$ cat config.mk
export PLATFORM = sky130hd
export DESIGN_NAME = fetchStage
export DESIGN_NICKNAME = d
export VERILOG_FILES = /design/src/common/isaPkg.sv /design/src/logic/fetchStage.sv
export SDC_FILE = /design/constraint.sdc
export NUM_CORES = 2
export LEC_CHECK = 0
export ABC_CLOCK_PERIOD_IN_PS = 4200
export BUFFER_PORTS_ARGS = -buffer_cell sky130_fd_sc_hd__buf_4
export CAP_MARGIN = 5
export CORE_ASPECT_RATIO = 0.9
export CORE_UTILIZATION = 57
export DETAILED_ROUTE_END_ITERATION = 16
export GPL_ROUTABILITY_DRIVEN = 0
export PLACE_DENSITY = 0.76
export SLEW_MARGIN = 20
export SYNTH_ARGS = -nofsm -noshare
export SYNTH_HDL_FRONTEND = slang
export SYNTH_SLANG_ARGS = --single-unit
$ cat constraint.sdc
create_clock -name clk -period 4.2 [get_ports clk]
set_input_delay 0.42 -clock clk [delete_from_list [all_inputs] [get_ports clk]]
set_output_delay 0.42 -clock clk [all_outputs]
set_load 0.01 [all_outputs]
$ cat src/common/isaPkg.sv
`default_nettype none

package isaPkg;

    // Data word, address and register index.
    typedef logic [31:0] word_t;
    typedef logic [4:0]  regIdx_t;

    // Major opcodes of the supported subset.
    localparam logic [6:0] OP_R      = 7'b0110011;
    localparam logic [6:0] OP_IMM    = 7'b0010011;
    localparam logic [6:0] OP_LOAD   = 7'b0000011;
    localparam logic [6:0] OP_STORE  = 7'b0100011;
    localparam logic [6:0] OP_BRANCH = 7'b1100011;
    localparam logic [6:0] OP_JAL    = 7'b1101111;

    // funct3 codes.
    localparam logic [2:0] F3_ADD = 3'b000;
    localparam logic [2:0] F3_SLT = 3'b010;
    localparam logic [2:0] F3_OR  = 3'b110;
    localparam logic [2:0] F3_AND = 3'b111;
    localparam logic [2:0] F3_BEQ = 3'b000;

    // funct7 of sub; add has all zeros.
    localparam logic [6:0] F7_SUB = 7'b0100000;

endpackage

`default_nettype wire
$ cat src/logic/fetchStage.sv
`timescale 1ns/1ps
`default_nettype none

module fetchStage #(
    parameter int imemDepth = 64
) (
    input  logic                         clk,
    input  logic                         rst,
    input  logic                         stallF,
    input  logic                         flushD,
    input  logic                         pcSrc,
    input  isaPkg::word_t                pcTarget,
    input  logic                         progWe,
    input  logic [$clog2(imemDepth)-1:0] progAddr,
    input  isaPkg::word_t                progData,
    output isaPkg::word_t                instrD,
    output isaPkg::word_t                pcD,
    output isaPkg::word_t                pcPlus4D
);
    localparam int addrW = $clog2(imemDepth);
    // Encoding of addi x0, x0, 0.
    localparam isaPkg::word_t nopInstr = 32'h0000_0013;

    isaPkg::word_t imem [imemDepth];
    isaPkg::word_t pcF;
    isaPkg::word_t pcPlus4F;
    isaPkg::word_t instrF;

    assign pcPlus4F = pcF + 32'd4;
    assign instrF   = imem[pcF[addrW+1:2]];

    // Program load port, used while the core sits in reset.
    always_ff @(posedge clk) begin
        if (progWe) begin
            imem[progAddr] <= progData;
        end
    end

    always_ff @(posedge clk or negedge rst) begin
        if (!rst) begin
            pcF      <= '0;
            instrD   <= '0;
            pcD      <= '0;
            pcPlus4D <= '0;
        end else begin
            if (pcSrc) begin
                pcF <= pcTarget;
            end else if (!stallF) begin
                pcF <= pcPlus4F;
            end
            // Flush wins, so a redirect never keeps a wrong-path word.
            if (flushD) begin
                instrD   <= nopInstr;
                pcD      <= '0;
                pcPlus4D <= '0;
            end else if (!stallF) begin
                instrD   <= instrF;
                pcD      <= pcF;
                pcPlus4D <= pcPlus4F;
            end
        end
    end

endmodule

`default_nettype wire

==> reports/metrics.cfg <==
[logic_synthesis]
synth-async-reset-ratio_pct = 5.80
synth_top_cell_by_area = edfxtp_1
ys_seq_area_share_pct = 76.9
synth_top_family_by_area = multiplexers
synthFlopType = edfxtp_1
ys_top_cells_by_count = 2048 x edfxtp_1, 539 x mux4_2, 154 x nor2_1
synth.distinct_cells = 63
synth_xor_area_share_pct = 0.542
yosysMostFrequentCell = edfxtp_1
synthAdderAreaFrac_pct = 0.0149
synth_top_area_share_pct = 73.2
yosys.area_share.simple_pct = 2.47
synth-compound-area-share_pct = 2.32
synth_area_leaders = edfxtp_1 73%, mux4_2 14%, dfrtp_1 3.8%, mux2i_1 1.4%, nor2_1 0.69%
synthCells = 3881
syn_avg_cell_area_sq_um = 21.7
ys.warnings.count = 0
ys_ff_latch = 2174
synth_mux_area_share_pct = 16.2
syn_area_sq_mm = 0.0841
syn-num-nets = 3958
synth_edf_count = 2048

[setup_path]
worst-path-max-fanout = 46
cp_slowest_cell = dfrtp_4
worstPathRequired_ns = 4.90
cp-start-kind = flop
critPathKind = reg2reg
cp_data_arrival_time_ns = 4.42
crit_path_end_kind = flop
path_cells = buf_12, mux4_2, mux2_2, a221oi_1, a2111oi_1, clkdlybuf4s18_2, buf_4, a211o_1
slowest_delay_ns = 0.89

[place]
dpl_cell_area_sq_mm = 0.0892
post-place-cells = 5980
io_buffers = 171
hpwl_microns = 130000
pre_cts_ws_ns = 0.518

[clock_network]
clock_latency_ns = 0.83
cts_root_buf = clkbuf_16
cts-buffers-inserted = 203
clockBufferDepth = 3
clkTransAtPathRegs_ns = 0.06
cts_tree = built
cts_repair_resize_count = 0
postCtsSetupBuffers = 0
clock_sinks = 2174
htreeDepth = 4

[routing]
totalWireLength_microns = 227000
ant_nets = 0
first_iter_violations = 7015
vias = 43785
drc = 0
dr.pass1.iters = 6
wl_per_cell_microns = 35.6
vias_per_cell = 6.85

[sta]
slew_headroom_pct = 27.5
final.setup.tns_ns = 0
rsz0062_at_grt = false
tightest_slew_ns = 1.09
hold_viol = 0
finalSetupViolCount = 0
setup_ws_ns = 0.476
min_period_over_period_pct = 88.7
clock_skew_ns = 0.0292
finalCriticalPeriod_ns = 3.72
slew_viol_final = 0
fmax_ghz = 0.269

[job]
drv_cap = 0

[pwr]
switching_share_pct = 22.7
combPwrFrac_pct = 9.2
seqPwrFrac_pct = 51.8
cellPowerDensity_mw_per_mm2 = 487
intPower_uw = 36200
vdd_drop_max_mv = 0.525
clkPwrFrac_pct = 39.0
p_sw_uw = 10600
p_leak_uw = 0.0309

[global_routing]
grt_use_met2_pct = 48.0
grt_max_degree = 65
grtUsageMet1_pct = 42.6
antenna_found_initial = 6
grt.busiest_layer = met2
grt_pass1_vias = 44308
track_usage_pct = 31.0
grt_pass1_wl_microns = 322000
grt_overflow = 0
met3_usage_pct = 7.77

[layout]
drive_gt1_share_pct = 29.7
syn_to_final_growth_pct = 14.3
nNetsFinal = 4339
final_cells = 6395
fin_area_sq_mm = 0.0961

[die]
coreArea_sq_mm = 0.146
start_util_pct = 57.5
die_w_microns = 407
die_h_microns = 366
rows = 133
die_area_sq_mm = 0.149
ios = 172

[status]
outcome = finished, final reports clean

[min_path]
hold_path_class = in2reg

==> cells by family after synthesis <==
kind of cell / after synthesis
buf+inv: 245
xor+xnor: 52
compound gates: 275
fa+ha+maj: 1
simple gates: 451
mux: 683
flops: 2174
==> critical path: cells and delay by family, from the launching register on <==
kind	cells	cell delay (ns)
buffers and inverters	3	0.84
DFF	1	0.89
AOI/OAI and AO/OA	3	0.91
muxes	2	0.85
==> metal layers <==
| metal | share of wire, % | vias to the layer above |
|---|---|---|
| met4 | 4.6 | 4 |
| met1 | 35 | 22723 |
| met2 | 47 | 3458 |
| met5 | 0.011 | - |
| met3 | 13 | 609 |
| li1 | - | 16991 |
==> area by class of cell <==
type / count / area (sq um)
inverters: 10 / 37.5
well taps: 1957 / 2450
diodes: 3 / 7.51
clock buffers: 262 / 5510
fillers: 9015 / 50200
flip-flops and latches: 2174 / 64700
multi-input cells: 1462 / 18600
repair buffers: 411 / 3800
clock inverters: 116 / 1030
==> what timing repair did <==
| action | in CTS | in global routing |
|---|---|---|
| endpoints found under the hold margin | 102 | 0 |
| hold buffers | 34 | 0 |
| setup endpoints to repair | 0 | 0 |
==> cell usage in the layout, fill, tap and decap left out, types with 11 or more instances in the layout <==
master         instances
mux2_2                28
clkbuf_16            211
clkinv_2              39
edfxtp_1            2048
nand4_1               21
a22oi_1               24
o21ai_0               42
dfrtp_1              121
mux4_2               539
nand3_1               44
nor2_4                63
buf_12                50
nor2b_1               12
dlygate4sd3_1         34
a31oi_1               13
a211oi_1              21
nand2_1              130
clkinv_1              48
buf_4                325
a22o_1                15
a21oi_1               37
xnor2_1               40
mux2i_1              116
xor2_1                12
a211o_1               13
nor2_1                91
o211ai_1              11
bufinv_16             18
o22ai_1               24
clkbuf_1              47
nor3_1                24
==> through the flow <==
step                util, %  power (uW)  hold slack (ns)
floorplan                 -       27200            0.124
global placement       61.0       28900            0.478
detailed placement     61.0       28900            0.499
CTS                    65.7       46900          0.00349
global route           65.7       47900           0.0491
finish                 65.7       46800           0.0590
==> worst paths after layout <==
path	from	endpoint	slack (ns)	cells after the start
max	pcF[2]	instrD[17]	0.48	8
min	stallF	pcD[15]	0.06	3
max in group asynchronous	rst	pcF[4]	2.90	3
min reg2reg	pcPlus4D[15]	pcPlus4D[15]	0.50	2
min in group asynchronous	rst	instrD[3]	0.32	2
max reg2reg	pcF[2]	instrD[17]	0.48	8
==> power by group through the flow <==
stage	clock network, uW	registers (uW)	logic, uW
3_3_place_gp	0	24700	4160
5_1_grt	19100	24300	4520
3_5_place_dp	0	24700	4220
6_report	18200	24300	4320
4_1_cts	18300	24300	4300
2_1_floorplan	0	24500	2670
==> flip-flops by register name, summed over array words and instances (netlist names) <==
name	flops
imem	2048
pcPlus4D	30
pcD	32
pcF	32
instrD	32
No activity file was read; power rests on OpenSTA's default activity.
