### config.mk
export PLATFORM = sky130hd
export DESIGN_NAME = memWriteback_flat
export DESIGN_NICKNAME = d
export VERILOG_FILES = /design/src/common/pipePkg.sv /design/src/common/isaPkg.sv /design/src/common/pipeIfs.sv /design/src/logic/memWriteback.sv /design/src/flat_wrapper.sv
export SDC_FILE = /design/constraint.sdc
export NUM_CORES = 2
export LEC_CHECK = 0
export BUFFER_PORTS_ARGS = -buffer_cell sky130_fd_sc_hd__buf_2
export CAP_MARGIN = 20
export CORE_MARGIN = 10
export CORE_UTILIZATION = 58
export CTS_BUF_LIST = sky130_fd_sc_hd__clkbuf_4
export CTS_CLUSTER_DIAMETER = 50
export DETAILED_ROUTE_END_ITERATION = 7
export GPL_ROUTABILITY_DRIVEN = 0
export PLACE_DENSITY_LB_ADDON = 0.1
export SYNTH_ARGS = -nofsm -noshare
export SYNTH_HDL_FRONTEND = slang
export SYNTH_SLANG_ARGS = --single-unit
### constraint.sdc
create_clock -name clk -period 1.9 [get_ports clk]
set_input_delay 0 -clock clk [delete_from_list [all_inputs] [get_ports clk]]
set_output_delay 0 -clock clk [all_outputs]
set_load 0.1 [all_outputs]
### src/common/pipePkg.sv
`default_nettype none

package pipePkg;

    // ALU operation carried from decode to execute.
    typedef enum logic [2:0] {
        ALU_ADD = 3'd0,
        ALU_SUB = 3'd1,
        ALU_AND = 3'd2,
        ALU_OR  = 3'd3,
        ALU_SLT = 3'd4
    } aluOp_e;

    // Source of the value written back to the register file.
    typedef enum logic [1:0] {
        RES_ALU = 2'd0,
        RES_MEM = 2'd1,
        RES_PC4 = 2'd2
    } resultSrc_e;

    // Operand forwarding select; code 3 is unused.
    typedef enum logic [1:0] {
        FWD_REG = 2'd0,
        FWD_WB  = 2'd1,
        FWD_MEM = 2'd2
    } fwdSel_e;

endpackage

`default_nettype wire

### src/common/isaPkg.sv
`default_nettype none

package isaPkg;

    // Data word, address and register index.
    typedef logic [31:0] word_t;
    typedef logic [4:0]  regIdx_t;

    // Major opcodes of the supported subset.
    localparam logic [6:0] OP_R      = 7'b0110011;
    localparam logic [6:0] OP_IMM    = 7'b0010011;
    localparam logic [6:0] OP_LOAD   = 7'b0000011;
    localparam logic [6:0] OP_STORE  = 7'b0100011;
    localparam logic [6:0] OP_BRANCH = 7'b1100011;
    localparam logic [6:0] OP_JAL    = 7'b1101111;

    // funct3 codes.
    localparam logic [2:0] F3_ADD = 3'b000;
    localparam logic [2:0] F3_SLT = 3'b010;
    localparam logic [2:0] F3_OR  = 3'b110;
    localparam logic [2:0] F3_AND = 3'b111;
    localparam logic [2:0] F3_BEQ = 3'b000;

    // funct7 of sub; add has all zeros.
    localparam logic [6:0] F7_SUB = 7'b0100000;

endpackage

`default_nettype wire
### src/common/pipeIfs.sv
`timescale 1ns/1ps
`default_nettype none


// Execute/memory pipeline register contents.
interface exMemIf;
    isaPkg::word_t aluResult, writeData, pcPlus4;
    isaPkg::regIdx_t rd;
    logic regWrite, memWrite;
    pipePkg::resultSrc_e resultSrc;

    modport source (output aluResult, writeData, pcPlus4, rd, regWrite, memWrite, resultSrc);
    modport sink (input aluResult, writeData, pcPlus4, rd, regWrite, memWrite, resultSrc);
    modport monitor (input aluResult);
endinterface

// Hazard detection and forwarding traffic between the stages.
interface hazardIf (input logic clk, input logic rst);
    isaPkg::regIdx_t rs1D, rs2D, rs1E, rs2E, rdE, rdM, rdW;
    pipePkg::resultSrc_e resultSrcE;
    pipePkg::fwdSel_e forwardA, forwardB;
    logic pcSrc, regWriteM, regWriteW;
    logic stallF, stallD, flushD, flushE;
    isaPkg::word_t resultW, aluResultM;

    modport decode (output rs1D, rs2D, input stallD, flushD, rdW, regWriteW, resultW);
    modport execute (output rs1E, rs2E, rdE, resultSrcE, pcSrc,
                     input forwardA, forwardB, flushE, resultW, aluResultM);
    modport memwb (output rdM, regWriteM, rdW, regWriteW, resultW);
    modport hazard (input clk, rst, rs1D, rs2D, rs1E, rs2E, rdE, resultSrcE, pcSrc,
                    rdM, regWriteM, rdW, regWriteW,
                    output stallF, stallD, flushD, flushE, forwardA, forwardB, aluResultM);
endinterface

`default_nettype wire

### src/logic/memWriteback.sv
`timescale 1ns/1ps
`default_nettype none

module memWriteback #(
    parameter int dmemDepth = 64
) (
    input  logic            clk,
    input  logic            rst,
    exMemIf.sink            exMem,
    hazardIf.memwb          hz,
    output logic            wbValid,
    output isaPkg::regIdx_t wbRd,
    output isaPkg::word_t   wbData,
    output logic            storeValid,
    output isaPkg::word_t   storeAddr,
    output isaPkg::word_t   storeData
);
    localparam int addrW = $clog2(dmemDepth);

    isaPkg::word_t dmem [dmemDepth];
    isaPkg::word_t readDataM;
    isaPkg::word_t aluResultW, readDataW, pcPlus4W, resultW;
    isaPkg::regIdx_t rdW;
    logic regWriteW;
    pipePkg::resultSrc_e resultSrcW;

    // Word-addressed data array.
    assign readDataM = dmem[exMem.aluResult[addrW+1:2]];

    always_ff @(posedge clk) begin
        if (exMem.memWrite) begin
            dmem[exMem.aluResult[addrW+1:2]] <= exMem.writeData;
        end
    end

    always_ff @(posedge clk or negedge rst) begin
        if (!rst) begin
            aluResultW <= '0;
            readDataW  <= '0;
            pcPlus4W   <= '0;
            rdW        <= '0;
            regWriteW  <= 1'b0;
            resultSrcW <= pipePkg::RES_ALU;
        end else begin
            aluResultW <= exMem.aluResult;
            readDataW  <= readDataM;
            pcPlus4W   <= exMem.pcPlus4;
            rdW        <= exMem.rd;
            regWriteW  <= exMem.regWrite;
            resultSrcW <= exMem.resultSrc;
        end
    end

    always_comb begin
        case (resultSrcW)
            pipePkg::RES_MEM: resultW = readDataW;
            pipePkg::RES_PC4: resultW = pcPlus4W;
            default:          resultW = aluResultW;
        endcase
    end

    assign hz.rdM       = exMem.rd;
    assign hz.regWriteM = exMem.regWrite;
    assign hz.rdW       = rdW;
    assign hz.regWriteW = regWriteW;
    assign hz.resultW   = resultW;

    // Writes to x0 are dropped and never reported.
    assign wbValid    = regWriteW && rdW != '0;
    assign wbRd       = rdW;
    assign wbData     = resultW;
    assign storeValid = exMem.memWrite;
    assign storeAddr  = exMem.aluResult;
    assign storeData  = exMem.writeData;

    storeAligned: assert property (@(posedge clk) disable iff (!rst)
        exMem.memWrite |-> exMem.aluResult[1:0] == 2'b00);

endmodule

`default_nettype wire

### src/flat_wrapper.sv
// flat-port wrapper written by rule: the top's interface ports become plain ports
module memWriteback_flat 
#(
    parameter int dmemDepth = 64
)
  (clk, rst, wbValid, wbRd, wbData, storeValid, storeAddr, storeData, exMem_aluResult, exMem_writeData, exMem_pcPlus4, exMem_rd, exMem_regWrite, exMem_memWrite, exMem_resultSrc, hz_rdM, hz_regWriteM, hz_rdW, hz_regWriteW, hz_resultW);
  exMemIf exMem_i ();
  hazardIf hz_i (.clk(clk), .rst(rst));
  input  logic clk;
  input  logic rst;
  output logic wbValid;
  output isaPkg::regIdx_t wbRd;
  output isaPkg::word_t wbData;
  output logic storeValid;
  output isaPkg::word_t storeAddr;
  output isaPkg::word_t storeData;
  input wire logic [$bits(exMem_i.aluResult)-1:0] exMem_aluResult;
  input wire logic [$bits(exMem_i.writeData)-1:0] exMem_writeData;
  input wire logic [$bits(exMem_i.pcPlus4)-1:0] exMem_pcPlus4;
  input wire logic [$bits(exMem_i.rd)-1:0] exMem_rd;
  input wire logic [$bits(exMem_i.regWrite)-1:0] exMem_regWrite;
  input wire logic [$bits(exMem_i.memWrite)-1:0] exMem_memWrite;
  input wire logic [$bits(exMem_i.resultSrc)-1:0] exMem_resultSrc;
  output wire logic [$bits(hz_i.rdM)-1:0] hz_rdM;
  output wire logic [$bits(hz_i.regWriteM)-1:0] hz_regWriteM;
  output wire logic [$bits(hz_i.rdW)-1:0] hz_rdW;
  output wire logic [$bits(hz_i.regWriteW)-1:0] hz_regWriteW;
  output wire logic [$bits(hz_i.resultW)-1:0] hz_resultW;
  assign exMem_i.aluResult = exMem_aluResult;
  assign exMem_i.writeData = exMem_writeData;
  assign exMem_i.pcPlus4 = exMem_pcPlus4;
  assign exMem_i.rd = exMem_rd;
  assign exMem_i.regWrite = exMem_regWrite;
  assign exMem_i.memWrite = exMem_memWrite;
  assign exMem_i.resultSrc = exMem_resultSrc;
  assign hz_rdM = hz_i.rdM;
  assign hz_regWriteM = hz_i.regWriteM;
  assign hz_rdW = hz_i.rdW;
  assign hz_regWriteW = hz_i.regWriteW;
  assign hz_resultW = hz_i.resultW;
  memWriteback #(.dmemDepth(dmemDepth)) u_core (.clk(clk), .rst(rst), .exMem(exMem_i), .hz(hz_i), .wbValid(wbValid), .wbRd(wbRd), .wbData(wbData), .storeValid(storeValid), .storeAddr(storeAddr), .storeData(storeData));
endmodule
==> reports/metrics.yaml <==
logic_synthesis:
  synth_warnings: 0
  ys_ff_latch: 2152
  synthAdderAreaFrac_pct: 0.0307
  synth_xor_area_share_pct: 0
  synth_cell_type_count: 58
  syn_area_per_cell_um2: 17.7
  yosys.area.top_type: "edfxtp_1"
  synthFlopType: "edfxtp_1"
  synth.top_cell.area_share_pct: 75.5
  synth_area_leaders: "edfxtp_1 (76%), a22oi_1 (4.3%), dfrtp_1 (3.2%), mux2i_1 (2.6%), a221oi_1 (2.5%)"
  synth-simple-area-share_pct: 2.49
  ys_seq_area_share_pct: 78.7
  synth_top_family_by_area: "compound AO/OA/AOI/OAI gates"
  syn_inst: 4596
  synth_compound_area_share_pct: 11.4
  synth_top_cells_by_count: "edfxtp_1 (2048), a22oi_1 (468), a221oi_1 (237)"
  synth-edff-count: 2048
  synth.most_common_cell: "edfxtp_1"
  synth.cell_area_um2: 81400
  async_reset_ff_share_pct: 4.83
  synth_nets: 4705
  synthMuxAreaShare_pct: 4.46
floorplan:
  dieArea_um2: 156000
  rows: 137
  die_w_um: 395
  start_util_pct: 58.4
  pin_count: 254
  coreArea_um2: 140000
  die_y_um: 395
cts:
  cts_tree: "yes"
  clkSlewWorstSetupHoldPaths_ns: 0.07
  root_buffer: "clkbuf_4"
  clock_latency_ns: 1.36
  cts_htree_levels: 6
  cts_inserted_buffers: 557
  cts_sinks: 2152
  cts.path.max_buffers: 4
placed_design:
  portBuffers: 253
  hpwl_um: 163000
  dpl.cell_count: 6999
critical_path:
  worstPathMaxFanout: 16
  reg2reg_from: "u_core.dmem[8][27]$_DFFE_PP_"
  start_kind: "flip-flop"
  crit_required_ns: 1.90
  crit_type: "flip-flop to output pin"
  worst_ep_arrival_time_ns: 2.97
  endpoint_kind: "output pin"
  crit_start: "u_core.resultSrcW[1]$_DFF_PN0_"
detailed_routing:
  drc: 0
  drt_first_pass_iters: 6
  finalWirelength_um: 266000
  ant_nets: 0
  viasPerCell: 6.50
  drt-initial-drc-count: 7006
  vias: 53571
  post_drt_wl_per_cell_um: 32.2
job:
  max-cap-violations: 0
power_and_ir_drop:
  power_density_nw_per_um2: 979
  pwr-share-seq_pct: 51.8
  ir_worst_vdd_mv: 0.646
  p_int_mw: 76.8
  p_clk_share_pct: 37.9
  power.switching_mw: 25.4
  swShare_pct: 24.8
  p_comb_share_pct: 10.3
  leakagePower_nw: 35.8
sta:
  finClkSkew_ns: 0.0760
  maxSlewHeadroom_pct: 23.7
  rsz0062_at_grt: "true"
  setup_slack_ns: -1.07
  maxSlewViolCount: 0
  setup_tns_ns: -210.97
  finalSetupViolCount: 1396
  min_period_ns: 2.97
  worst_pin_slew_ns: 1.14
  max_freq_ghz: 0.336
  period_share_pct: 157
  timing_hold_violations_final: 0
status:
  violations: "negative setup slack"
  run_status: "finished, violations left"
worst_hold_path:
  worst_hold_path_type: "input pin to flip-flop"
  hp-start: "exMem_aluResult[10]"
global_route:
  first_global_vias: 53315
  track_usage_pct: 33.0
  grt_pass1_wl_um: 376000
  grt_max_degree: 65
  antenna_found_initial: 12
  overflow: 0
cells_and_area:
  nFillCells: 8288
  drive_gt1_share_pct: 34.8
  syn2layout_area_growth_pct: 28.2
  layout.nets: 6109
  fin_cells: 8245
## what timing repair did
action | in CTS | in global routing
resized for setup | 167 | 133
setup buffers | 20 | 7
hold buffers | 294 | 5
pin swaps | 55 | 70
endpoints found under the setup margin | 99 | 1875
endpoints found under the hold margin | 4304 | 1049
gates cloned | 2 | 3
## registers in the layout, summed over array words and instances, names as in the netlist
name,cells
u_core.dmem,2048
u_core.aluResultW,32
u_core.pcPlus4W,32
u_core.readDataW,32
u_core.hz.rdW,5
u_core.resultSrcW,2
u_core.hz.regWriteW,1
## worst max-delay path: stages, from the launching register on
cell and delay, ns:
dfrtp_2 0.45, inv_2 0.08, ha_4 0.17, buf_12 0.19, a22oi_2 0.14, o21ai_4 0.35, buf_12 0.22
## cell type report
| cell class | count | area (um2) | area share [%] |
|---|---|---|---|
| Antenna cell | 10 | 25.0 | 0.0240 |
| Clock buffer | 808 | 6070 | 5.81 |
| Sequential cell | 2152 | 64100 | 61.4 |
| Timing Repair Buffer | 1282 | 14100 | 13.5 |
| Clock inverter | 110 | 671 | 0.643 |
| Inverter | 4 | 16.3 | 0.0156 |
| Tap cell | 1876 | 2350 | 2.25 |
| Multi-Input combinational cell | 2003 | 17000 | 16.3 |
## routing by layer
layer | vias to the layer above | wire length (um) | part of all wire (%) | GRT usage, %
li1 | 22103 | - | - | -
met1 | 26919 | 99400 | 37 | 45.1
met2 | 4051 | 123000 | 46 | 50.0
met3 | 494 | 35400 | 13 | 10.5
met4 | 4 | 8120 | 3.1 | 12.1
met5 | - | 24 | 0.0090 | 0
## cells in the final DEF (no fill, tap or decap), drive strengths merged, types with 25 or more instances in the layout
cell / n
a211oi: 29
a21oi: 119
a221oi: 241
a22oi: 468
buf: 995
clkbuf: 816
clkinv: 82
dfrtp: 104
dlygate4sd3: 278
edfxtp: 2048
mux2: 25
mux2i: 211
mux4: 55
nand2: 110
nor2: 174
nor3: 26
o21ai: 111
o22a: 32
o22ai: 152
## metrics by stage
stage	utilization (%)	hold slack (ns)	area, um2	power, mW	setup slack [ns]
2_1_floorplan	-	-0.296	82900	58.6	-0.258
3_3_place_gp	66.5	0.0326	92800	62.9	-0.977
3_5_place_dp	66.5	0.0364	92800	63.0	-0.966
4_1_cts	74.3	0.00202	104000	102	-1.09
5_1_grt	74.8	0.0145	104000	106	-1.15
6_report	74.8	0.0891	104000	102	-1.07
## logic make-up after synthesis
logic type | count (synthesis)
buffers and inverters | 441
AND/OR/NAND/NOR | 436
adder cells (fa/ha/maj) | 2
AO/OA/AOI/OAI | 1274
multiplexers | 291
flip-flops | 2152
## power groups by stage
stage	Combinational, mW	Sequential [mW]	Clock (mW)
2_1_floorplan	5.07	53.6	0
3_3_place_gp	9.06	53.8	0
3_5_place_dp	9.17	53.8	0
4_1_cts	10.1	52.8	39.0
5_1_grt	10.8	52.9	41.9
6_report	10.5	52.9	38.7
## worst paths after layout
path,endpoint,slack (ns),depth (start not counted)
max reg2reg,u_core.readDataW[27]$_DFF_PN0_,-0.07,6
min reg2reg,u_core.readDataW[23]$_DFF_PN0_,0.66,4
max,wbData[11],-1.07,6
max in group asynchronous,u_core.readDataW[9]$_DFF_PN0_,1.03,5
min in group asynchronous,u_core.aluResultW[27]$_DFF_PN0_,0.43,5
min,u_core.aluResultW[10]$_DFF_PN0_,0.09,3
Power figures use the tool's default switching activity.
