## src/common/pipePkg.sv

```systemverilog
`default_nettype none

package pipePkg;

    // ALU operation carried from decode to execute.
    typedef enum logic [2:0] {
        ALU_ADD = 3'd0,
        ALU_SUB = 3'd1,
        ALU_AND = 3'd2,
        ALU_OR  = 3'd3,
        ALU_SLT = 3'd4
    } aluOp_e;

    // Source of the value written back to the register file.
    typedef enum logic [1:0] {
        RES_ALU = 2'd0,
        RES_MEM = 2'd1,
        RES_PC4 = 2'd2
    } resultSrc_e;

    // Operand forwarding select; code 3 is unused.
    typedef enum logic [1:0] {
        FWD_REG = 2'd0,
        FWD_WB  = 2'd1,
        FWD_MEM = 2'd2
    } fwdSel_e;

endpackage

`default_nettype wire

```

## src/common/isaPkg.sv

```systemverilog
`default_nettype none

package isaPkg;

    // Data word, address and register index.
    typedef logic [31:0] word_t;
    typedef logic [4:0]  regIdx_t;

    // Major opcodes of the supported subset.
    localparam logic [6:0] OP_R      = 7'b0110011;
    localparam logic [6:0] OP_IMM    = 7'b0010011;
    localparam logic [6:0] OP_LOAD   = 7'b0000011;
    localparam logic [6:0] OP_STORE  = 7'b0100011;
    localparam logic [6:0] OP_BRANCH = 7'b1100011;
    localparam logic [6:0] OP_JAL    = 7'b1101111;

    // funct3 codes.
    localparam logic [2:0] F3_ADD = 3'b000;
    localparam logic [2:0] F3_SLT = 3'b010;
    localparam logic [2:0] F3_OR  = 3'b110;
    localparam logic [2:0] F3_AND = 3'b111;
    localparam logic [2:0] F3_BEQ = 3'b000;

    // funct7 of sub; add has all zeros.
    localparam logic [6:0] F7_SUB = 7'b0100000;

endpackage

`default_nettype wire
```

## src/common/pipeIfs.sv

```systemverilog
`timescale 1ns/1ps
`default_nettype none


// Execute/memory pipeline register contents.
interface exMemIf;
    isaPkg::word_t aluResult, writeData, pcPlus4;
    isaPkg::regIdx_t rd;
    logic regWrite, memWrite;
    pipePkg::resultSrc_e resultSrc;

    modport source (output aluResult, writeData, pcPlus4, rd, regWrite, memWrite, resultSrc);
    modport sink (input aluResult, writeData, pcPlus4, rd, regWrite, memWrite, resultSrc);
    modport monitor (input aluResult);
endinterface

// Hazard detection and forwarding traffic between the stages.
interface hazardIf (input logic clk, input logic rst);
    isaPkg::regIdx_t rs1D, rs2D, rs1E, rs2E, rdE, rdM, rdW;
    pipePkg::resultSrc_e resultSrcE;
    pipePkg::fwdSel_e forwardA, forwardB;
    logic pcSrc, regWriteM, regWriteW;
    logic stallF, stallD, flushD, flushE;
    isaPkg::word_t resultW, aluResultM;

    modport decode (output rs1D, rs2D, input stallD, flushD, rdW, regWriteW, resultW);
    modport execute (output rs1E, rs2E, rdE, resultSrcE, pcSrc,
                     input forwardA, forwardB, flushE, resultW, aluResultM);
    modport memwb (output rdM, regWriteM, rdW, regWriteW, resultW);
    modport hazard (input clk, rst, rs1D, rs2D, rs1E, rs2E, rdE, resultSrcE, pcSrc,
                    rdM, regWriteM, rdW, regWriteW,
                    output stallF, stallD, flushD, flushE, forwardA, forwardB, aluResultM);
endinterface

`default_nettype wire

```

## src/logic/hazardUnit.sv

```systemverilog
`timescale 1ns/1ps
`default_nettype none

module hazardUnit (
    hazardIf.hazard hz,
    exMemIf.monitor exMem
);
    logic lwStall;

    // Memory stage wins over writeback; x0 is never forwarded.
    function automatic pipePkg::fwdSel_e selectFwd(isaPkg::regIdx_t rs,
                                                   isaPkg::regIdx_t rdM, logic regWriteM,
                                                   isaPkg::regIdx_t rdW, logic regWriteW);
        if (rs != '0 && regWriteM && rdM == rs) begin
            return pipePkg::FWD_MEM;
        end
        if (rs != '0 && regWriteW && rdW == rs) begin
            return pipePkg::FWD_WB;
        end
        return pipePkg::FWD_REG;
    endfunction

    assign hz.forwardA   = selectFwd(hz.rs1E, hz.rdM, hz.regWriteM, hz.rdW, hz.regWriteW);
    assign hz.forwardB   = selectFwd(hz.rs2E, hz.rdM, hz.regWriteM, hz.rdW, hz.regWriteW);
    assign hz.aluResultM = exMem.aluResult;

    // A load in execute whose target is read in decode.
    assign lwStall = hz.resultSrcE == pipePkg::RES_MEM && hz.rdE != '0
                     && (hz.rdE == hz.rs1D || hz.rdE == hz.rs2D);

    assign hz.stallF = lwStall && !hz.pcSrc;
    assign hz.stallD = lwStall && !hz.pcSrc;
    assign hz.flushD = hz.pcSrc;
    assign hz.flushE = lwStall || hz.pcSrc;

    // A load-use stall lasts one cycle, the bubble behind it never stalls again.
    stallOneCycle: assert property (@(posedge hz.clk) disable iff (!hz.rst)
        hz.stallD |=> !hz.stallD);

endmodule

`default_nettype wire

```

## src/flat_wrapper.sv

```systemverilog
// flat-port wrapper written by rule: the top's interface ports become plain ports
module hazardUnit_flat 
  (clk, rst, hz_rs1D, hz_rs2D, hz_rs1E, hz_rs2E, hz_rdE, hz_resultSrcE, hz_pcSrc, hz_rdM, hz_regWriteM, hz_rdW, hz_regWriteW, hz_stallF, hz_stallD, hz_flushD, hz_flushE, hz_forwardA, hz_forwardB, hz_aluResultM, exMem_aluResult);
  hazardIf hz_i (.clk(clk), .rst(rst));
  exMemIf exMem_i ();
  input wire logic clk;
  input wire logic rst;
  input wire logic [$bits(hz_i.rs1D)-1:0] hz_rs1D;
  input wire logic [$bits(hz_i.rs2D)-1:0] hz_rs2D;
  input wire logic [$bits(hz_i.rs1E)-1:0] hz_rs1E;
  input wire logic [$bits(hz_i.rs2E)-1:0] hz_rs2E;
  input wire logic [$bits(hz_i.rdE)-1:0] hz_rdE;
  input wire logic [$bits(hz_i.resultSrcE)-1:0] hz_resultSrcE;
  input wire logic [$bits(hz_i.pcSrc)-1:0] hz_pcSrc;
  input wire logic [$bits(hz_i.rdM)-1:0] hz_rdM;
  input wire logic [$bits(hz_i.regWriteM)-1:0] hz_regWriteM;
  input wire logic [$bits(hz_i.rdW)-1:0] hz_rdW;
  input wire logic [$bits(hz_i.regWriteW)-1:0] hz_regWriteW;
  output wire logic [$bits(hz_i.stallF)-1:0] hz_stallF;
  output wire logic [$bits(hz_i.stallD)-1:0] hz_stallD;
  output wire logic [$bits(hz_i.flushD)-1:0] hz_flushD;
  output wire logic [$bits(hz_i.flushE)-1:0] hz_flushE;
  output wire logic [$bits(hz_i.forwardA)-1:0] hz_forwardA;
  output wire logic [$bits(hz_i.forwardB)-1:0] hz_forwardB;
  output wire logic [$bits(hz_i.aluResultM)-1:0] hz_aluResultM;
  input wire logic [$bits(exMem_i.aluResult)-1:0] exMem_aluResult;
  assign hz_i.rs1D = hz_rs1D;
  assign hz_i.rs2D = hz_rs2D;
  assign hz_i.rs1E = hz_rs1E;
  assign hz_i.rs2E = hz_rs2E;
  assign hz_i.rdE = hz_rdE;
  assign hz_i.resultSrcE = hz_resultSrcE;
  assign hz_i.pcSrc = hz_pcSrc;
  assign hz_i.rdM = hz_rdM;
  assign hz_i.regWriteM = hz_regWriteM;
  assign hz_i.rdW = hz_rdW;
  assign hz_i.regWriteW = hz_regWriteW;
  assign hz_stallF = hz_i.stallF;
  assign hz_stallD = hz_i.stallD;
  assign hz_flushD = hz_i.flushD;
  assign hz_flushE = hz_i.flushE;
  assign hz_forwardA = hz_i.forwardA;
  assign hz_forwardB = hz_i.forwardB;
  assign hz_aluResultM = hz_i.aluResultM;
  assign exMem_i.aluResult = exMem_aluResult;
  hazardUnit u_core (.hz(hz_i), .exMem(exMem_i));
endmodule
```

## config.mk

```make
export PLATFORM = sky130hd
export DESIGN_NAME = hazardUnit_flat
export DESIGN_NICKNAME = d
export VERILOG_FILES = /design/src/common/pipePkg.sv /design/src/common/isaPkg.sv /design/src/common/pipeIfs.sv /design/src/logic/hazardUnit.sv /design/src/flat_wrapper.sv
export SDC_FILE = /design/constraint.sdc
export NUM_CORES = 1
export LEC_CHECK = 0
export ABC_CLOCK_PERIOD_IN_PS = 1200
export CORE_MARGIN = 5
export CORE_UTILIZATION = 53
export DETAILED_ROUTE_END_ITERATION = 10
export DONT_BUFFER_PORTS = 1
export GPL_TIMING_DRIVEN = 0
export PLACE_DENSITY_LB_ADDON = 0.15
export SLEW_MARGIN = 20
export SYNTH_ARGS = -nofsm -noshare
export SYNTH_HDL_FRONTEND = slang
export SYNTH_SLANG_ARGS = --single-unit
```

## constraint.sdc

```tcl
create_clock -name vclk -period 1.2
set_input_delay 0.06 -clock vclk [all_inputs]
set_output_delay 0.06 -clock vclk [all_outputs]
set_load 0.02 [all_outputs]
```

==> results of run 1 <==
-- metrics by stage --
stage | hold slack [ns] | total power (uW)
finish | 0.159 | 315
floorplan | 0.175 | 280
detailed placement | 0.180 | 299
global route | 0.162 | 333
global placement | 0.179 | 296
CTS | 0.161 | 311
-- critical path, cell delays in order --
cell	delay, ns
or4_4	0.53
nor2_4	0.12
nor4_4	0.09
nor4_4	0.37
-- what timing repair did --
item / CTS / global route
gates resized for setup: 4 / 3
setup buffers: 1 / 1
endpoints found under the setup margin: 3 / 3
pin swaps: 2 / 2
-- power by group through the flow --
stage	sequential [uW]	clock, uW	combinational (uW)
after floorplan	0	0	280
after global placement	0	0	296
after detailed placement	0	0	299
after CTS	0	0	311
after global routing	0	0	333
final	0	0	315
-- routing by layer --
layer  vias up  track usage  part of all wire
met5         -            0                 0
met4         0            0                 0
li1        265            -                 -
met1       251        0.123              0.24
met2        59        0.272              0.56
met3         0       0.0664              0.20
-- cells by family (layout without fill, tap and decap cells) --
kind of cell	after synthesis	after routing	synth area share
buffers and inverters	34	36	0.364
XOR/XNOR	30	30	0.374
AND/OR/NAND/NOR	21	21	0.234
AO/OA/AOI/OAI	3	3	0.0285
-- synthesized netlist by cell type --
cell / count
nor2b_1: 1
nand4_1: 4
nor2_4: 2
o21ai_0: 1
o21bai_1: 1
xor2_1: 14
a22oi_1: 1
xnor2_1: 16
nor4_2: 4
or4_4: 2
nor3_1: 3
or4_1: 1
buf_4: 34
nand2_1: 2
nor2_1: 2
-- layout make-up --
class | count | area [um^2]
timing repair buffer | 2 | 15.0
tap | 15 | 18.8
buffer | 34 | 255
fill | 111 | 473
multi-input combinational | 54 | 507
-- cells in the final DEF (no fill, tap or decap), types with 2 or more instances in the layout --
| cell type | netlist | layout |
|---|---|---|
| buf_4 | 34 | 36 |
| xnor2_1 | 16 | 16 |
| xor2_1 | 14 | 14 |
| nand4_1 | 4 | 4 |
| nor4_4 | 0 | 4 |
| or4_4 | 2 | 2 |
| nor2_4 | 2 | 2 |
| nand2_1 | 2 | 2 |
| nor2_1 | 2 | 2 |
-- worst min path at each step --
| stage | slack [ns] | start | end | depth (start not counted) |
|---|---|---|---|---|
| 2_1_floorplan | 0.18 | hz_pcSrc | hz_stallD | 1 |
| 3_3_place_gp | 0.18 | hz_pcSrc | hz_stallD | 1 |
| 3_5_place_dp | 0.18 | hz_pcSrc | hz_stallD | 1 |
| 4_1_cts | 0.16 | hz_pcSrc | hz_stallD | 1 |
| 5_1_grt | 0.16 | hz_pcSrc | hz_stallD | 1 |
| 6_report | 0.16 | hz_pcSrc | hz_stallD | 1 |
==> impl_metrics.ini, run 1 <==
[routing]
routed_via_density = 5.48
drt-total-wl_um = 1880
dr.first_iter.drc_count = 5
dr.pass1.iters = 3
wl_per_cell_um = 17.9
vias = 575
final_antenna_net_count = 0
drc_errors = 0

[timing]
grt_setup_unrepaired = true
setup_viol = 1
worstMarginPinSlew_ns = 0.498
tns_ns = -0.0349
layout_setup_ws_ns = -0.0349
max_freq_ghz = 0.810
slew_viol_final = 0
period_minus_slack_ns = 1.23
layout_worst_path_cycle_share = 1.03
slew-limit-headroom = 0.666
finalHoldViolCount = 0

[floorplanning]
boundaryPins = 114
dieArea_mm2 = 0.00215
core_mm2 = 0.00127
start_util = 0.553
chipHeight_um = 46.4
fp-row-count = 13
die_w_um = 46.4

[layout]
regArea_um2 = 0
postLayoutCellArea_um2 = 796
clockBufferCount = 0
layout.nets = 166
stdcell_count = 105
antenna_cells = 0
final_layout_size_suffix_gt1_frac = 0.533
area_growth_pct = 13.4
finish.utilization = 0.627
seq_cell_count = 0

[place]
gp_congestion = 0.699
post-place-ws_ns = -0.118
dp_cells = 103
dpl_cell_area_um2 = 743
io_buffers = 0

[worst_setup_path]
crit_path_max_fanout = 3
crit_start = hz_rs2E[0]
worstSetupEndpointType = output pin
crit_required_ns = 1.14
start_kind = primary input
critPathArrivalTime_ns = 1.17
crit_path_end = hz_forwardB[0]
critPathKind = primary input to output pin

[power_and_ir_drop]
power_density_mw_per_mm2 = 395
switching_share = 0.519
p_sw_uw = 163
ir_drop_mv = 0.247
pwr-share-comb = 1.000
clock_power_share = 0
power.leakage_uw = 0.000310
p_seq_frac = 0
p_int_uw = 151

[hold_path]
hold_path_class = primary input to output pin

[logic_synthesis]
synthDistinctLibCells = 15
yosysTopAreaCell = buf_4
ys.warnings.count = 0
syn_area_um2 = 702
syn-num-nets = 162
synthCells = 88
ys_seq_area_frac = 0
synth_area_per_cell_um2 = 7.98
yosysTopAreaCellShare = 0.364
ys_top_cells_by_area = buf_4 36%, xnor2_1 20%, xor2_1 17%, nor4_2 7.1%, nand4_1 3.6%

[grt]
track_usage = 0.134
globalRouteOverflowTotal = 0
grt_pass1_vias = 559
antenna_found_initial = 0
grt_max_degree = 4
grt_pass1_wl_um = 2240

[cts]
ctsHoldBuffers = 0

[run_status]
status = finished with violations
violations = negative setup slack

[job]
max_cap_violations = 0
No activity file was read; power rests on OpenSTA's default activity.
==> inputs of run 2 (changes only) <==
--- a/config.mk
+++ b/config.mk
@@ -5,9 +5,12 @@
 export SDC_FILE = /design/constraint.sdc
 export NUM_CORES = 1
 export LEC_CHECK = 0
-export ABC_CLOCK_PERIOD_IN_PS = 1200
+export ABC_CLOCK_PERIOD_IN_PS = 1000
+export CELL_PAD_IN_SITES_DETAIL_PLACEMENT = 0
+export CELL_PAD_IN_SITES_GLOBAL_PLACEMENT = 2
+export CORE_ASPECT_RATIO = 0.7
 export CORE_MARGIN = 5
-export CORE_UTILIZATION = 53
+export CORE_UTILIZATION = 25
 export DETAILED_ROUTE_END_ITERATION = 10
 export DONT_BUFFER_PORTS = 1
 export GPL_TIMING_DRIVEN = 0
==> constraint.sdc (replaced) <==
create_clock -name vclk -period 1
set_input_delay 0.05 -clock vclk [all_inputs]
set_output_delay 0.05 -clock vclk [all_outputs]
set_load 0.02 [all_outputs]
==> impl_metrics.ini, run 2 (synthesis gave the netlist of run 1 again) <==
[run_status]
status = finished with violations
violations = negative setup slack

[layout]
final_common_cell = buf_4
layout_common_cells = 34 x buf_4, 16 x xnor2_1, 14 x xor2_1, 4 x nand4_1, 4 x nor4_4
clockBufferCount = 0
finish.utilization = 0.308
layout.nets = 165
seq_cell_count = 0
fill_cells = 286
regArea_um2 = 0
area_growth_pct = 20.5
final_layout_size_suffix_gt1_frac = 0.562
antenna_cells = 0

[grt]
grt_max_degree = 4
antenna_found_initial = 0
globalRouteOverflowTotal = 0
grt_pass1_wl_um = 2490
grt_pass1_vias = 548
track_usage = 0.0782

[power_and_ir_drop]
clock_power_share = 0
p_sw_uw = 202
power.leakage_uw = 0.000312
p_seq_frac = 0
pwr-share-comb = 1.000
ir_drop_mv = 0.131
p_int_uw = 187
switching_share = 0.518
power_density_mw_per_mm2 = 460

[job]
max_cap_violations = 0

[timing]
tns_ns = -0.527
finalHoldViolCount = 0
layout_worst_path_cycle_share = 1.23
period_minus_slack_ns = 1.23
layout_setup_ws_ns = -0.231
setup_viol = 3
worstMarginPinSlew_ns = 0.507
max_freq_ghz = 0.812
grt_setup_unrepaired = true
slew-limit-headroom = 0.659
slew_viol_final = 0

[floorplanning]
die_w_um = 73.3
chipHeight_um = 54.3
boundaryPins = 114
dieArea_mm2 = 0.00398
core_mm2 = 0.00274
fp-row-count = 16
start_util = 0.256

[place]
gp_congestion = 0.807
io_buffers = 0

[routing]
vias = 585
routed_via_density = 4.68
dr.pass1.iters = 2
final_antenna_net_count = 0
wl_per_cell_um = 16.1
drc_errors = 0
dr.first_iter.drc_count = 19
drt-total-wl_um = 2010

[worst_setup_path]
start_kind = primary input
crit_required_ns = 0.95
critPathArrivalTime_ns = 1.18
crit_path_max_fanout = 3
worstSetupEndpointType = output pin
critPathKind = primary input to output pin

[hold_path]
hold_path_class = primary input to output pin
## run 2: changes by cell type in the layout (fill, tap and decap cells not counted)
cell,previous run,this run
buf_4,36,34
buf_6,0,1
nor3_1,1,0
nor3_2,1,2
o21ai_2,1,0
o21ai_4,0,1
o21bai_1,1,0
o21bai_4,0,1
or4_1,1,0
or4_4,2,3
## run 2: through the flow
step / setup slack (ns) / std cells / instance area, um^2 / hold WS, ns / total power (uW)
after floorplan: -0.223 / 88 / 724 / 0.155 / 337
after global placement: -0.276 / 124 / 769 / 0.161 / 362
after detailed placement: -0.286 / 124 / 769 / 0.159 / 360
after CTS: -0.225 / 125 / 822 / 0.143 / 383
after global routing: -0.245 / 125 / 846 / 0.144 / 413
final: -0.231 / 125 / 846 / 0.142 / 389
## run 2: area by class of cell
type | count | area, um^2 | share of cell area
plain buffers | 34 | 259 | 0.306
multi-input cells | 54 | 534 | 0.632
well taps | 36 | 45.0 | 0.0533
repair buffers | 1 | 7.51 | 0.00888
## run 2: what timing repair did
action | CTS | global route
hold buffers | 0 | 0
gates resized for setup | 8 | 4
pin swaps | 5 | 4
buffers inserted | 1 | 0
endpoints found under the setup margin | 5 | 4
## run 2: final timing paths
check	startpoint	to	slack [ns]	depth (start not counted)
hold / removal	hz_pcSrc	hz_stallD	0.14	1
setup / recovery	hz_rs1E[0]	hz_forwardA[0]	-0.23	4
## run 2: power groups by stage
stage | combinational, uW | clock (uW) | sequential, uW
floorplan | 337 | 0 | 0
detailed placement | 360 | 0 | 0
finish | 389 | 0 | 0
CTS | 383 | 0 | 0
global placement | 362 | 0 | 0
global route | 413 | 0 | 0
## run 2: metal layers
layer	GRT usage	up-vias	share of wire
met2	0.160	64	0.52
li1	-	263	-
met1	0.0930	256	0.31
met5	0	-	0
met4	0	0	0.0060
met3	0.00917	2	0.17
## run 2: worst max-delay path: stages
cell,delay (ns)
or4_4,0.53
nor2_4,0.13
nor4_4,0.09
nor4_4,0.38
