## src/common/pipePkg.sv

```systemverilog
`default_nettype none

package pipePkg;

    // ALU operation carried from decode to execute.
    typedef enum logic [2:0] {
        ALU_ADD = 3'd0,
        ALU_SUB = 3'd1,
        ALU_AND = 3'd2,
        ALU_OR  = 3'd3,
        ALU_SLT = 3'd4
    } aluOp_e;

    // Source of the value written back to the register file.
    typedef enum logic [1:0] {
        RES_ALU = 2'd0,
        RES_MEM = 2'd1,
        RES_PC4 = 2'd2
    } resultSrc_e;

    // Operand forwarding select; code 3 is unused.
    typedef enum logic [1:0] {
        FWD_REG = 2'd0,
        FWD_WB  = 2'd1,
        FWD_MEM = 2'd2
    } fwdSel_e;

endpackage

`default_nettype wire

```

## src/common/isaPkg.sv

```systemverilog
`default_nettype none

package isaPkg;

    // Data word, address and register index.
    typedef logic [31:0] word_t;
    typedef logic [4:0]  regIdx_t;

    // Major opcodes of the supported subset.
    localparam logic [6:0] OP_R      = 7'b0110011;
    localparam logic [6:0] OP_IMM    = 7'b0010011;
    localparam logic [6:0] OP_LOAD   = 7'b0000011;
    localparam logic [6:0] OP_STORE  = 7'b0100011;
    localparam logic [6:0] OP_BRANCH = 7'b1100011;
    localparam logic [6:0] OP_JAL    = 7'b1101111;

    // funct3 codes.
    localparam logic [2:0] F3_ADD = 3'b000;
    localparam logic [2:0] F3_SLT = 3'b010;
    localparam logic [2:0] F3_OR  = 3'b110;
    localparam logic [2:0] F3_AND = 3'b111;
    localparam logic [2:0] F3_BEQ = 3'b000;

    // funct7 of sub; add has all zeros.
    localparam logic [6:0] F7_SUB = 7'b0100000;

endpackage

`default_nettype wire
```

## src/common/pipeIfs.sv

```systemverilog
`timescale 1ns/1ps
`default_nettype none

// Registered decode outputs seen by execute.
interface idExIf;
    isaPkg::word_t rd1, rd2, pc, pcPlus4, immExt;
    isaPkg::regIdx_t rs1, rs2, rd;
    logic regWrite, memWrite, jump, branch, aluSrc;
    pipePkg::resultSrc_e resultSrc;
    pipePkg::aluOp_e aluOp;

    modport source (output rd1, rd2, pc, pcPlus4, immExt, rs1, rs2, rd,
                    regWrite, memWrite, jump, branch, aluSrc, resultSrc, aluOp);
    modport sink (input rd1, rd2, pc, pcPlus4, immExt, rs1, rs2, rd,
                  regWrite, memWrite, jump, branch, aluSrc, resultSrc, aluOp);
endinterface

// Execute/memory pipeline register contents.
interface exMemIf;
    isaPkg::word_t aluResult, writeData, pcPlus4;
    isaPkg::regIdx_t rd;
    logic regWrite, memWrite;
    pipePkg::resultSrc_e resultSrc;

    modport source (output aluResult, writeData, pcPlus4, rd, regWrite, memWrite, resultSrc);
    modport sink (input aluResult, writeData, pcPlus4, rd, regWrite, memWrite, resultSrc);
    modport monitor (input aluResult);
endinterface

// Hazard detection and forwarding traffic between the stages.
interface hazardIf (input logic clk, input logic rst);
    isaPkg::regIdx_t rs1D, rs2D, rs1E, rs2E, rdE, rdM, rdW;
    pipePkg::resultSrc_e resultSrcE;
    pipePkg::fwdSel_e forwardA, forwardB;
    logic pcSrc, regWriteM, regWriteW;
    logic stallF, stallD, flushD, flushE;
    isaPkg::word_t resultW, aluResultM;

    modport decode (output rs1D, rs2D, input stallD, flushD, rdW, regWriteW, resultW);
    modport execute (output rs1E, rs2E, rdE, resultSrcE, pcSrc,
                     input forwardA, forwardB, flushE, resultW, aluResultM);
    modport memwb (output rdM, regWriteM, rdW, regWriteW, resultW);
    modport hazard (input clk, rst, rs1D, rs2D, rs1E, rs2E, rdE, resultSrcE, pcSrc,
                    rdM, regWriteM, rdW, regWriteW,
                    output stallF, stallD, flushD, flushE, forwardA, forwardB, aluResultM);
endinterface

`default_nettype wire

```

## src/logic/executeStage.sv

```systemverilog
`timescale 1ns/1ps
`default_nettype none

module executeStage (
    input  logic          clk,
    input  logic          rst,
    idExIf.sink           idEx,
    hazardIf.execute      hz,
    exMemIf.source        exMem,
    output logic          pcSrc,
    output isaPkg::word_t pcTarget
);
    isaPkg::word_t srcA, srcB, writeDataE, aluResultE;
    logic zeroE;

    function automatic isaPkg::word_t fwdMux(pipePkg::fwdSel_e sel, isaPkg::word_t regVal,
                                             isaPkg::word_t wbVal, isaPkg::word_t memVal);
        case (sel)
            pipePkg::FWD_WB:  return wbVal;
            pipePkg::FWD_MEM: return memVal;
            default:          return regVal;
        endcase
    endfunction

    assign srcA       = fwdMux(hz.forwardA, idEx.rd1, hz.resultW, hz.aluResultM);
    assign writeDataE = fwdMux(hz.forwardB, idEx.rd2, hz.resultW, hz.aluResultM);
    assign srcB       = idEx.aluSrc ? idEx.immExt : writeDataE;

    always_comb begin
        case (idEx.aluOp)
            pipePkg::ALU_SUB: aluResultE = srcA - srcB;
            pipePkg::ALU_AND: aluResultE = srcA & srcB;
            pipePkg::ALU_OR:  aluResultE = srcA | srcB;
            pipePkg::ALU_SLT: aluResultE = {31'd0, $signed(srcA) < $signed(srcB)};
            default:          aluResultE = srcA + srcB;
        endcase
    end

    assign zeroE    = (aluResultE == '0);
    // Branch and jal targets are both pc-relative.
    assign pcTarget = idEx.pc + idEx.immExt;
    assign pcSrc    = (idEx.branch && zeroE) || idEx.jump;

    assign hz.pcSrc      = pcSrc;
    assign hz.rs1E       = idEx.rs1;
    assign hz.rs2E       = idEx.rs2;
    assign hz.rdE        = idEx.rd;
    assign hz.resultSrcE = idEx.resultSrc;

    always_ff @(posedge clk or negedge rst) begin
        if (!rst) begin
            exMem.aluResult <= '0;
            exMem.writeData <= '0;
            exMem.pcPlus4   <= '0;
            exMem.rd        <= '0;
            exMem.regWrite  <= 1'b0;
            exMem.memWrite  <= 1'b0;
            exMem.resultSrc <= pipePkg::RES_ALU;
        end else begin
            exMem.aluResult <= aluResultE;
            exMem.writeData <= writeDataE;
            exMem.pcPlus4   <= idEx.pcPlus4;
            exMem.rd        <= idEx.rd;
            exMem.regWrite  <= idEx.regWrite;
            exMem.memWrite  <= idEx.memWrite;
            exMem.resultSrc <= idEx.resultSrc;
        end
    end

    // Forward selects come from the hazard unit and never use code 3.
    forwardCodeValid: assert property (@(posedge clk) disable iff (!rst)
        hz.forwardA != 2'b11 && hz.forwardB != 2'b11);

    // A flush of execute must show up as a bubble one cycle later.
    flushGivesBubble: assert property (@(posedge clk) disable iff (!rst)
        hz.flushE |=> !(idEx.regWrite || idEx.memWrite || idEx.branch || idEx.jump));

endmodule

`default_nettype wire

```

## src/flat_wrapper.sv

```systemverilog
// flat-port wrapper written by rule: the top's interface ports become plain ports
module executeStage_flat 
  (clk, rst, pcSrc, pcTarget, idEx_rd1, idEx_rd2, idEx_pc, idEx_pcPlus4, idEx_immExt, idEx_rs1, idEx_rs2, idEx_rd, idEx_regWrite, idEx_memWrite, idEx_jump, idEx_branch, idEx_aluSrc, idEx_resultSrc, idEx_aluOp, hz_rs1E, hz_rs2E, hz_rdE, hz_resultSrcE, hz_pcSrc, hz_forwardA, hz_forwardB, hz_flushE, hz_resultW, hz_aluResultM, exMem_aluResult, exMem_writeData, exMem_pcPlus4, exMem_rd, exMem_regWrite, exMem_memWrite, exMem_resultSrc);
  idExIf idEx_i ();
  hazardIf hz_i (.clk(clk), .rst(rst));
  exMemIf exMem_i ();
  input  logic clk;
  input  logic rst;
  output logic pcSrc;
  output isaPkg::word_t pcTarget;
  input wire logic [$bits(idEx_i.rd1)-1:0] idEx_rd1;
  input wire logic [$bits(idEx_i.rd2)-1:0] idEx_rd2;
  input wire logic [$bits(idEx_i.pc)-1:0] idEx_pc;
  input wire logic [$bits(idEx_i.pcPlus4)-1:0] idEx_pcPlus4;
  input wire logic [$bits(idEx_i.immExt)-1:0] idEx_immExt;
  input wire logic [$bits(idEx_i.rs1)-1:0] idEx_rs1;
  input wire logic [$bits(idEx_i.rs2)-1:0] idEx_rs2;
  input wire logic [$bits(idEx_i.rd)-1:0] idEx_rd;
  input wire logic [$bits(idEx_i.regWrite)-1:0] idEx_regWrite;
  input wire logic [$bits(idEx_i.memWrite)-1:0] idEx_memWrite;
  input wire logic [$bits(idEx_i.jump)-1:0] idEx_jump;
  input wire logic [$bits(idEx_i.branch)-1:0] idEx_branch;
  input wire logic [$bits(idEx_i.aluSrc)-1:0] idEx_aluSrc;
  input wire logic [$bits(idEx_i.resultSrc)-1:0] idEx_resultSrc;
  input wire logic [$bits(idEx_i.aluOp)-1:0] idEx_aluOp;
  output wire logic [$bits(hz_i.rs1E)-1:0] hz_rs1E;
  output wire logic [$bits(hz_i.rs2E)-1:0] hz_rs2E;
  output wire logic [$bits(hz_i.rdE)-1:0] hz_rdE;
  output wire logic [$bits(hz_i.resultSrcE)-1:0] hz_resultSrcE;
  output wire logic [$bits(hz_i.pcSrc)-1:0] hz_pcSrc;
  input wire logic [$bits(hz_i.forwardA)-1:0] hz_forwardA;
  input wire logic [$bits(hz_i.forwardB)-1:0] hz_forwardB;
  input wire logic [$bits(hz_i.flushE)-1:0] hz_flushE;
  input wire logic [$bits(hz_i.resultW)-1:0] hz_resultW;
  input wire logic [$bits(hz_i.aluResultM)-1:0] hz_aluResultM;
  output wire logic [$bits(exMem_i.aluResult)-1:0] exMem_aluResult;
  output wire logic [$bits(exMem_i.writeData)-1:0] exMem_writeData;
  output wire logic [$bits(exMem_i.pcPlus4)-1:0] exMem_pcPlus4;
  output wire logic [$bits(exMem_i.rd)-1:0] exMem_rd;
  output wire logic [$bits(exMem_i.regWrite)-1:0] exMem_regWrite;
  output wire logic [$bits(exMem_i.memWrite)-1:0] exMem_memWrite;
  output wire logic [$bits(exMem_i.resultSrc)-1:0] exMem_resultSrc;
  assign idEx_i.rd1 = idEx_rd1;
  assign idEx_i.rd2 = idEx_rd2;
  assign idEx_i.pc = idEx_pc;
  assign idEx_i.pcPlus4 = idEx_pcPlus4;
  assign idEx_i.immExt = idEx_immExt;
  assign idEx_i.rs1 = idEx_rs1;
  assign idEx_i.rs2 = idEx_rs2;
  assign idEx_i.rd = idEx_rd;
  assign idEx_i.regWrite = idEx_regWrite;
  assign idEx_i.memWrite = idEx_memWrite;
  assign idEx_i.jump = idEx_jump;
  assign idEx_i.branch = idEx_branch;
  assign idEx_i.aluSrc = idEx_aluSrc;
  assign idEx_i.resultSrc = idEx_resultSrc;
  assign idEx_i.aluOp = idEx_aluOp;
  assign hz_rs1E = hz_i.rs1E;
  assign hz_rs2E = hz_i.rs2E;
  assign hz_rdE = hz_i.rdE;
  assign hz_resultSrcE = hz_i.resultSrcE;
  assign hz_pcSrc = hz_i.pcSrc;
  assign hz_i.forwardA = hz_forwardA;
  assign hz_i.forwardB = hz_forwardB;
  assign hz_i.flushE = hz_flushE;
  assign hz_i.resultW = hz_resultW;
  assign hz_i.aluResultM = hz_aluResultM;
  assign exMem_aluResult = exMem_i.aluResult;
  assign exMem_writeData = exMem_i.writeData;
  assign exMem_pcPlus4 = exMem_i.pcPlus4;
  assign exMem_rd = exMem_i.rd;
  assign exMem_regWrite = exMem_i.regWrite;
  assign exMem_memWrite = exMem_i.memWrite;
  assign exMem_resultSrc = exMem_i.resultSrc;
  executeStage u_core (.clk(clk), .rst(rst), .idEx(idEx_i), .hz(hz_i), .exMem(exMem_i), .pcSrc(pcSrc), .pcTarget(pcTarget));
endmodule
```

## config.mk

```make
export PLATFORM = sky130hd
export DESIGN_NAME = executeStage_flat
export DESIGN_NICKNAME = d
export VERILOG_FILES = /design/src/common/pipePkg.sv /design/src/common/isaPkg.sv /design/src/common/pipeIfs.sv /design/src/logic/executeStage.sv /design/src/flat_wrapper.sv
export SDC_FILE = /design/constraint.sdc
export NUM_CORES = 1
export LEC_CHECK = 0
export BUFFER_PORTS_ARGS = -buffer_cell sky130_fd_sc_hd__buf_2
export CAP_MARGIN = 20
export CORE_MARGIN = 4
export CORE_UTILIZATION = 47
export DETAILED_ROUTE_END_ITERATION = 8
export HOLD_SLACK_MARGIN = 0.1
export PLACE_DENSITY = 0.79
export SYNTH_ARGS = -nofsm -noshare
export SYNTH_HDL_FRONTEND = slang
export SYNTH_SLANG_ARGS = --single-unit
```

## constraint.sdc

```tcl
create_clock -name clk -period 5.9 [get_ports clk]
set_clock_uncertainty 0.2 [all_clocks]
set_input_delay 0.59 -clock clk [delete_from_list [all_inputs] [get_ports clk]]
set_output_delay 0.59 -clock clk [all_outputs]
set_load 0.005 [all_outputs]
```

==> impl_metrics.toml <==
[clock_tree]
cts_buffers = 9
cts_tree = "yes"
path_clk_slew_ps = 100
cts_max_level = 3
ctsLongestPathBuffers = 2
cts.root.buffer_cell = "clkbuf_16"
cts_sinks = 105

[sta]
slew_headroom_pct = 42.51
rsz0062_at_grt = "true"
hold_violations = 0
period_needed_ps = 6232
drv_slew = 0
period_share_pct = 105.6
tightestPinTransition_ps = 862.4
max_freq_mhz = 160.5
finalSetupViolations = 2
tns_ps = -662.0
fin_ws_ps = -332.0

[yosys]
ys_seq_elements = 105
yosys_warnings = 0
postSynth.topFlopCell = "dfrtp_1"
synth-edff-count = 0
syn_avg_cell_area_um2 = 7.636
ys_async_sr_fraction_pct = 100.0
netlist_top_cells_area = "dfrtp_1, ha_1, a21oi_1, inv_1, nand2_1"
netlist_area_um2 = 11380
yosysSeqAreaShare_pct = 23.09
synthDistinctLibCells = 84
synth_top_area_share_pct = 23.09
syn_nets = 1880
synth_top_area_cell = "dfrtp_1"
syn_inst = 1490

[drt]
ant_nets = 0
drtPass1Iterations = 6
wirelength_um = 50350
vias_per_cell = 5.862
num_vias = 14200
drt_iter0_drc = 1353
wl_per_cell_um = 20.78
drc = 0

[power_and_ir_drop]
power.switching_w = 0.001620
peakVddDrop_mv = 0.1366
comb_power_share_pct = 60.5
powerDensity_nw_per_um2 = 237.0
pwr-share-clk_pct = 17.4
finalPower_w = 0.003840
p_int_w = 0.002220
switching_share_pct = 42.20
p_leak_nw = 8.412
p_seq_share_pct = 22.0

[critical_path]
cp_slowest_cell = "or4_1"
crit_fanout = 10
start_kind = "input pin"
worstSetupPathType = "in2out"
critPathRequiredTime_ps = 5110
cp.arrival_ps = 5440
endpoint = "pcSrc"
worstSetupStartpoint = "hz_forwardB[1]"
crit_path_end_kind = "output port"
cpPeakStageDelay_ps = 590
path_common_cell = "buf_4"
cp_cell_sequence = "buf_12, ha_4, buf_4, nor2_1, a21oi_1, o21a_1, buf_4, ha_1, or2_2, nand2b_1, o211ai_1, a211oi_2, buf_4, o21a_1, a221o_1, a22o_1, or4_1, nor3_4, nand4b_1, o31ai_2, buf_2"

[floorplan]
ios = 412
rows = 56
fp.dieW_um = 163.6
die_area_um2 = 26760
die_h_um = 163.6
start_util_pct = 48.18
core_area_um2 = 23610

[grt]
gr-usage-all-layers_pct = 35.53
grt_pass1_vias = 13800
antenna_found_initial = 3
grt_pass1_wl_um = 74530
grt_remaining_overflow = 0
grt_start_max_net_pins = 73

[placed_design]
gp_congestion = 1.031
portBuffers = 390
hpwl_um = 40580

[flow_run]
drv_cap = 0

[min_path]
hold_path.class = "in2reg"

[status]
violations = "setup timing"
outcome = "finished, violations left"

[final_layout]
syn_to_final_growth_pct = 42.43
fillers = 2028
layout.nets = 2486
drive_above_1_share_pct = 37.22
==> power by group through the flow <==
stage	clock (W)	combinational (W)	sequential (W)
2_1_floorplan	0	0.00105	0.000879
3_5_place_dp	0	0.00210	0.000861
5_1_grt	0.000694	0.00248	0.000857
6_report	0.000669	0.00232	0.000847
4_1_cts	0.000663	0.00223	0.000847
3_3_place_gp	0	0.00207	0.000860
==> metrics by stage <==
stage / worst slack, ps / cells / hold WS, ps / util, % / cell area (um2)
floorplan: 28.95 / 1490 / 94.41 / - / 11430
global placement: -457.9 / 2372 / 380.3 / 65.08 / 15370
detailed placement: -573.6 / 2372 / 382.5 / 65.08 / 15370
CTS: -260.4 / 2422 / 109.3 / 68.25 / 16120
global route: -503.4 / 2422 / 109.0 / 68.61 / 16200
finish: -332.0 / 2423 / 111.2 / 68.63 / 16200
==> worst min-delay path by stage <==
| stage | startpoint | end | cells after the start |
|---|---|---|---|
| floorplan | rst | u_core.exMem.aluResult[0] | 0 |
| global placement | rst | u_core.exMem.aluResult[2] | 1 |
| detailed placement | rst | u_core.exMem.writeData[2] | 1 |
| CTS | idEx_regWrite | u_core.exMem.regWrite | 1 |
| global route | idEx_regWrite | u_core.exMem.regWrite | 1 |
| finish | idEx_regWrite | u_core.exMem.regWrite | 1 |
==> state kept, by name, summed over array words and instances (netlist names) <==
name                    flops
u_core.exMem.aluResult     32
u_core.exMem.writeData     32
u_core.exMem.memWrite       1
u_core.exMem.regWrite       1
u_core.exMem.resultSrc      2
u_core.exMem.rd             5
u_core.exMem.pcPlus4       32
==> final cells by class <==
class / instances / area (um2) / share of cell area [%]
multi-input combinational: 1141 / 7943 / 49.02
timing repair buffer: 697 / 4383 / 27.05
sequential: 105 / 2628 / 16.21
inverter: 142 / 538.0 / 3.320
tap: 319 / 399.1 / 2.463
clock buffer: 10 / 239.0 / 1.475
clock inverter: 6 / 67.56 / 0.4170
antenna: 3 / 7.507 / 0.04633
==> timing repair <==
action                                  CTS  global route
endpoints found under the setup margin    2             3
pin swaps                                11             7
hold buffers                              1             0
gates resized for setup                  51            20
endpoints found under the hold margin    33             0
buffers inserted                         33             4
==> layer usage <==
| metal | global-route usage, % | vias to the layer above | share of wire, % |
|---|---|---|---|
| li1 | - | 6544 | - |
| met1 | 47.56 | 6622 | 40 |
| met2 | 57.30 | 894 | 45 |
| met3 | 5.324 | 141 | 9.8 |
| met4 | 15.06 | 2 | 4.3 |
| met5 | 0 | - | 0.024 |
==> logic make-up (layout without fill, tap and decap cells) <==
group                    Yosys count  count (layout)  share of synthesized area, %
other                              0               3                             0
AND/OR/NAND/NOR                  425             425                         17.45
multiplexers                       8               8                        0.7368
AO/OA/AOI/OAI                    537             537                         31.96
XOR/XNOR                          36              36                         2.903
buffers and inverters            244             855                         8.831
flip-flops                       105             105                         23.09
adder cells (fa/ha/maj)          135             135                         15.02
==> layout by cell type (no fill, tap or decap), drive strengths merged, types with 27 or more instances in the layout <==
cell	instances
buf	696
inv	146
nand2	138
a21oi	132
ha	131
nor2	125
dfrtp	105
o21ai	93
a22oi	66
o21a	43
xnor2	28
nand3	27
nor3	27
==> Yosys cell counts (14+ instances only) <==
library cell,count
nand2_1,138
dfrtp_1,105
a21o_1,22
nor3_1,26
nor2_1,123
a22oi_1,66
a21oi_1,132
nor2b_1,21
ha_1,131
clkbuf_1,69
inv_1,141
a221oi_1,15
o21a_1,43
o21ai_0,93
o211ai_1,19
a211oi_1,14
buf_4,18
xnor2_1,26
nand3_1,27
o31ai_1,14
==> worst max-delay path, delay by kind of cell <==
family | cells | cell delay [ps]
fa+ha+maj | 2 | 540
simple gates | 6 | 1610
buf+inv | 5 | 760
compound gates | 8 | 1910
Power figures use the tool's default switching activity.
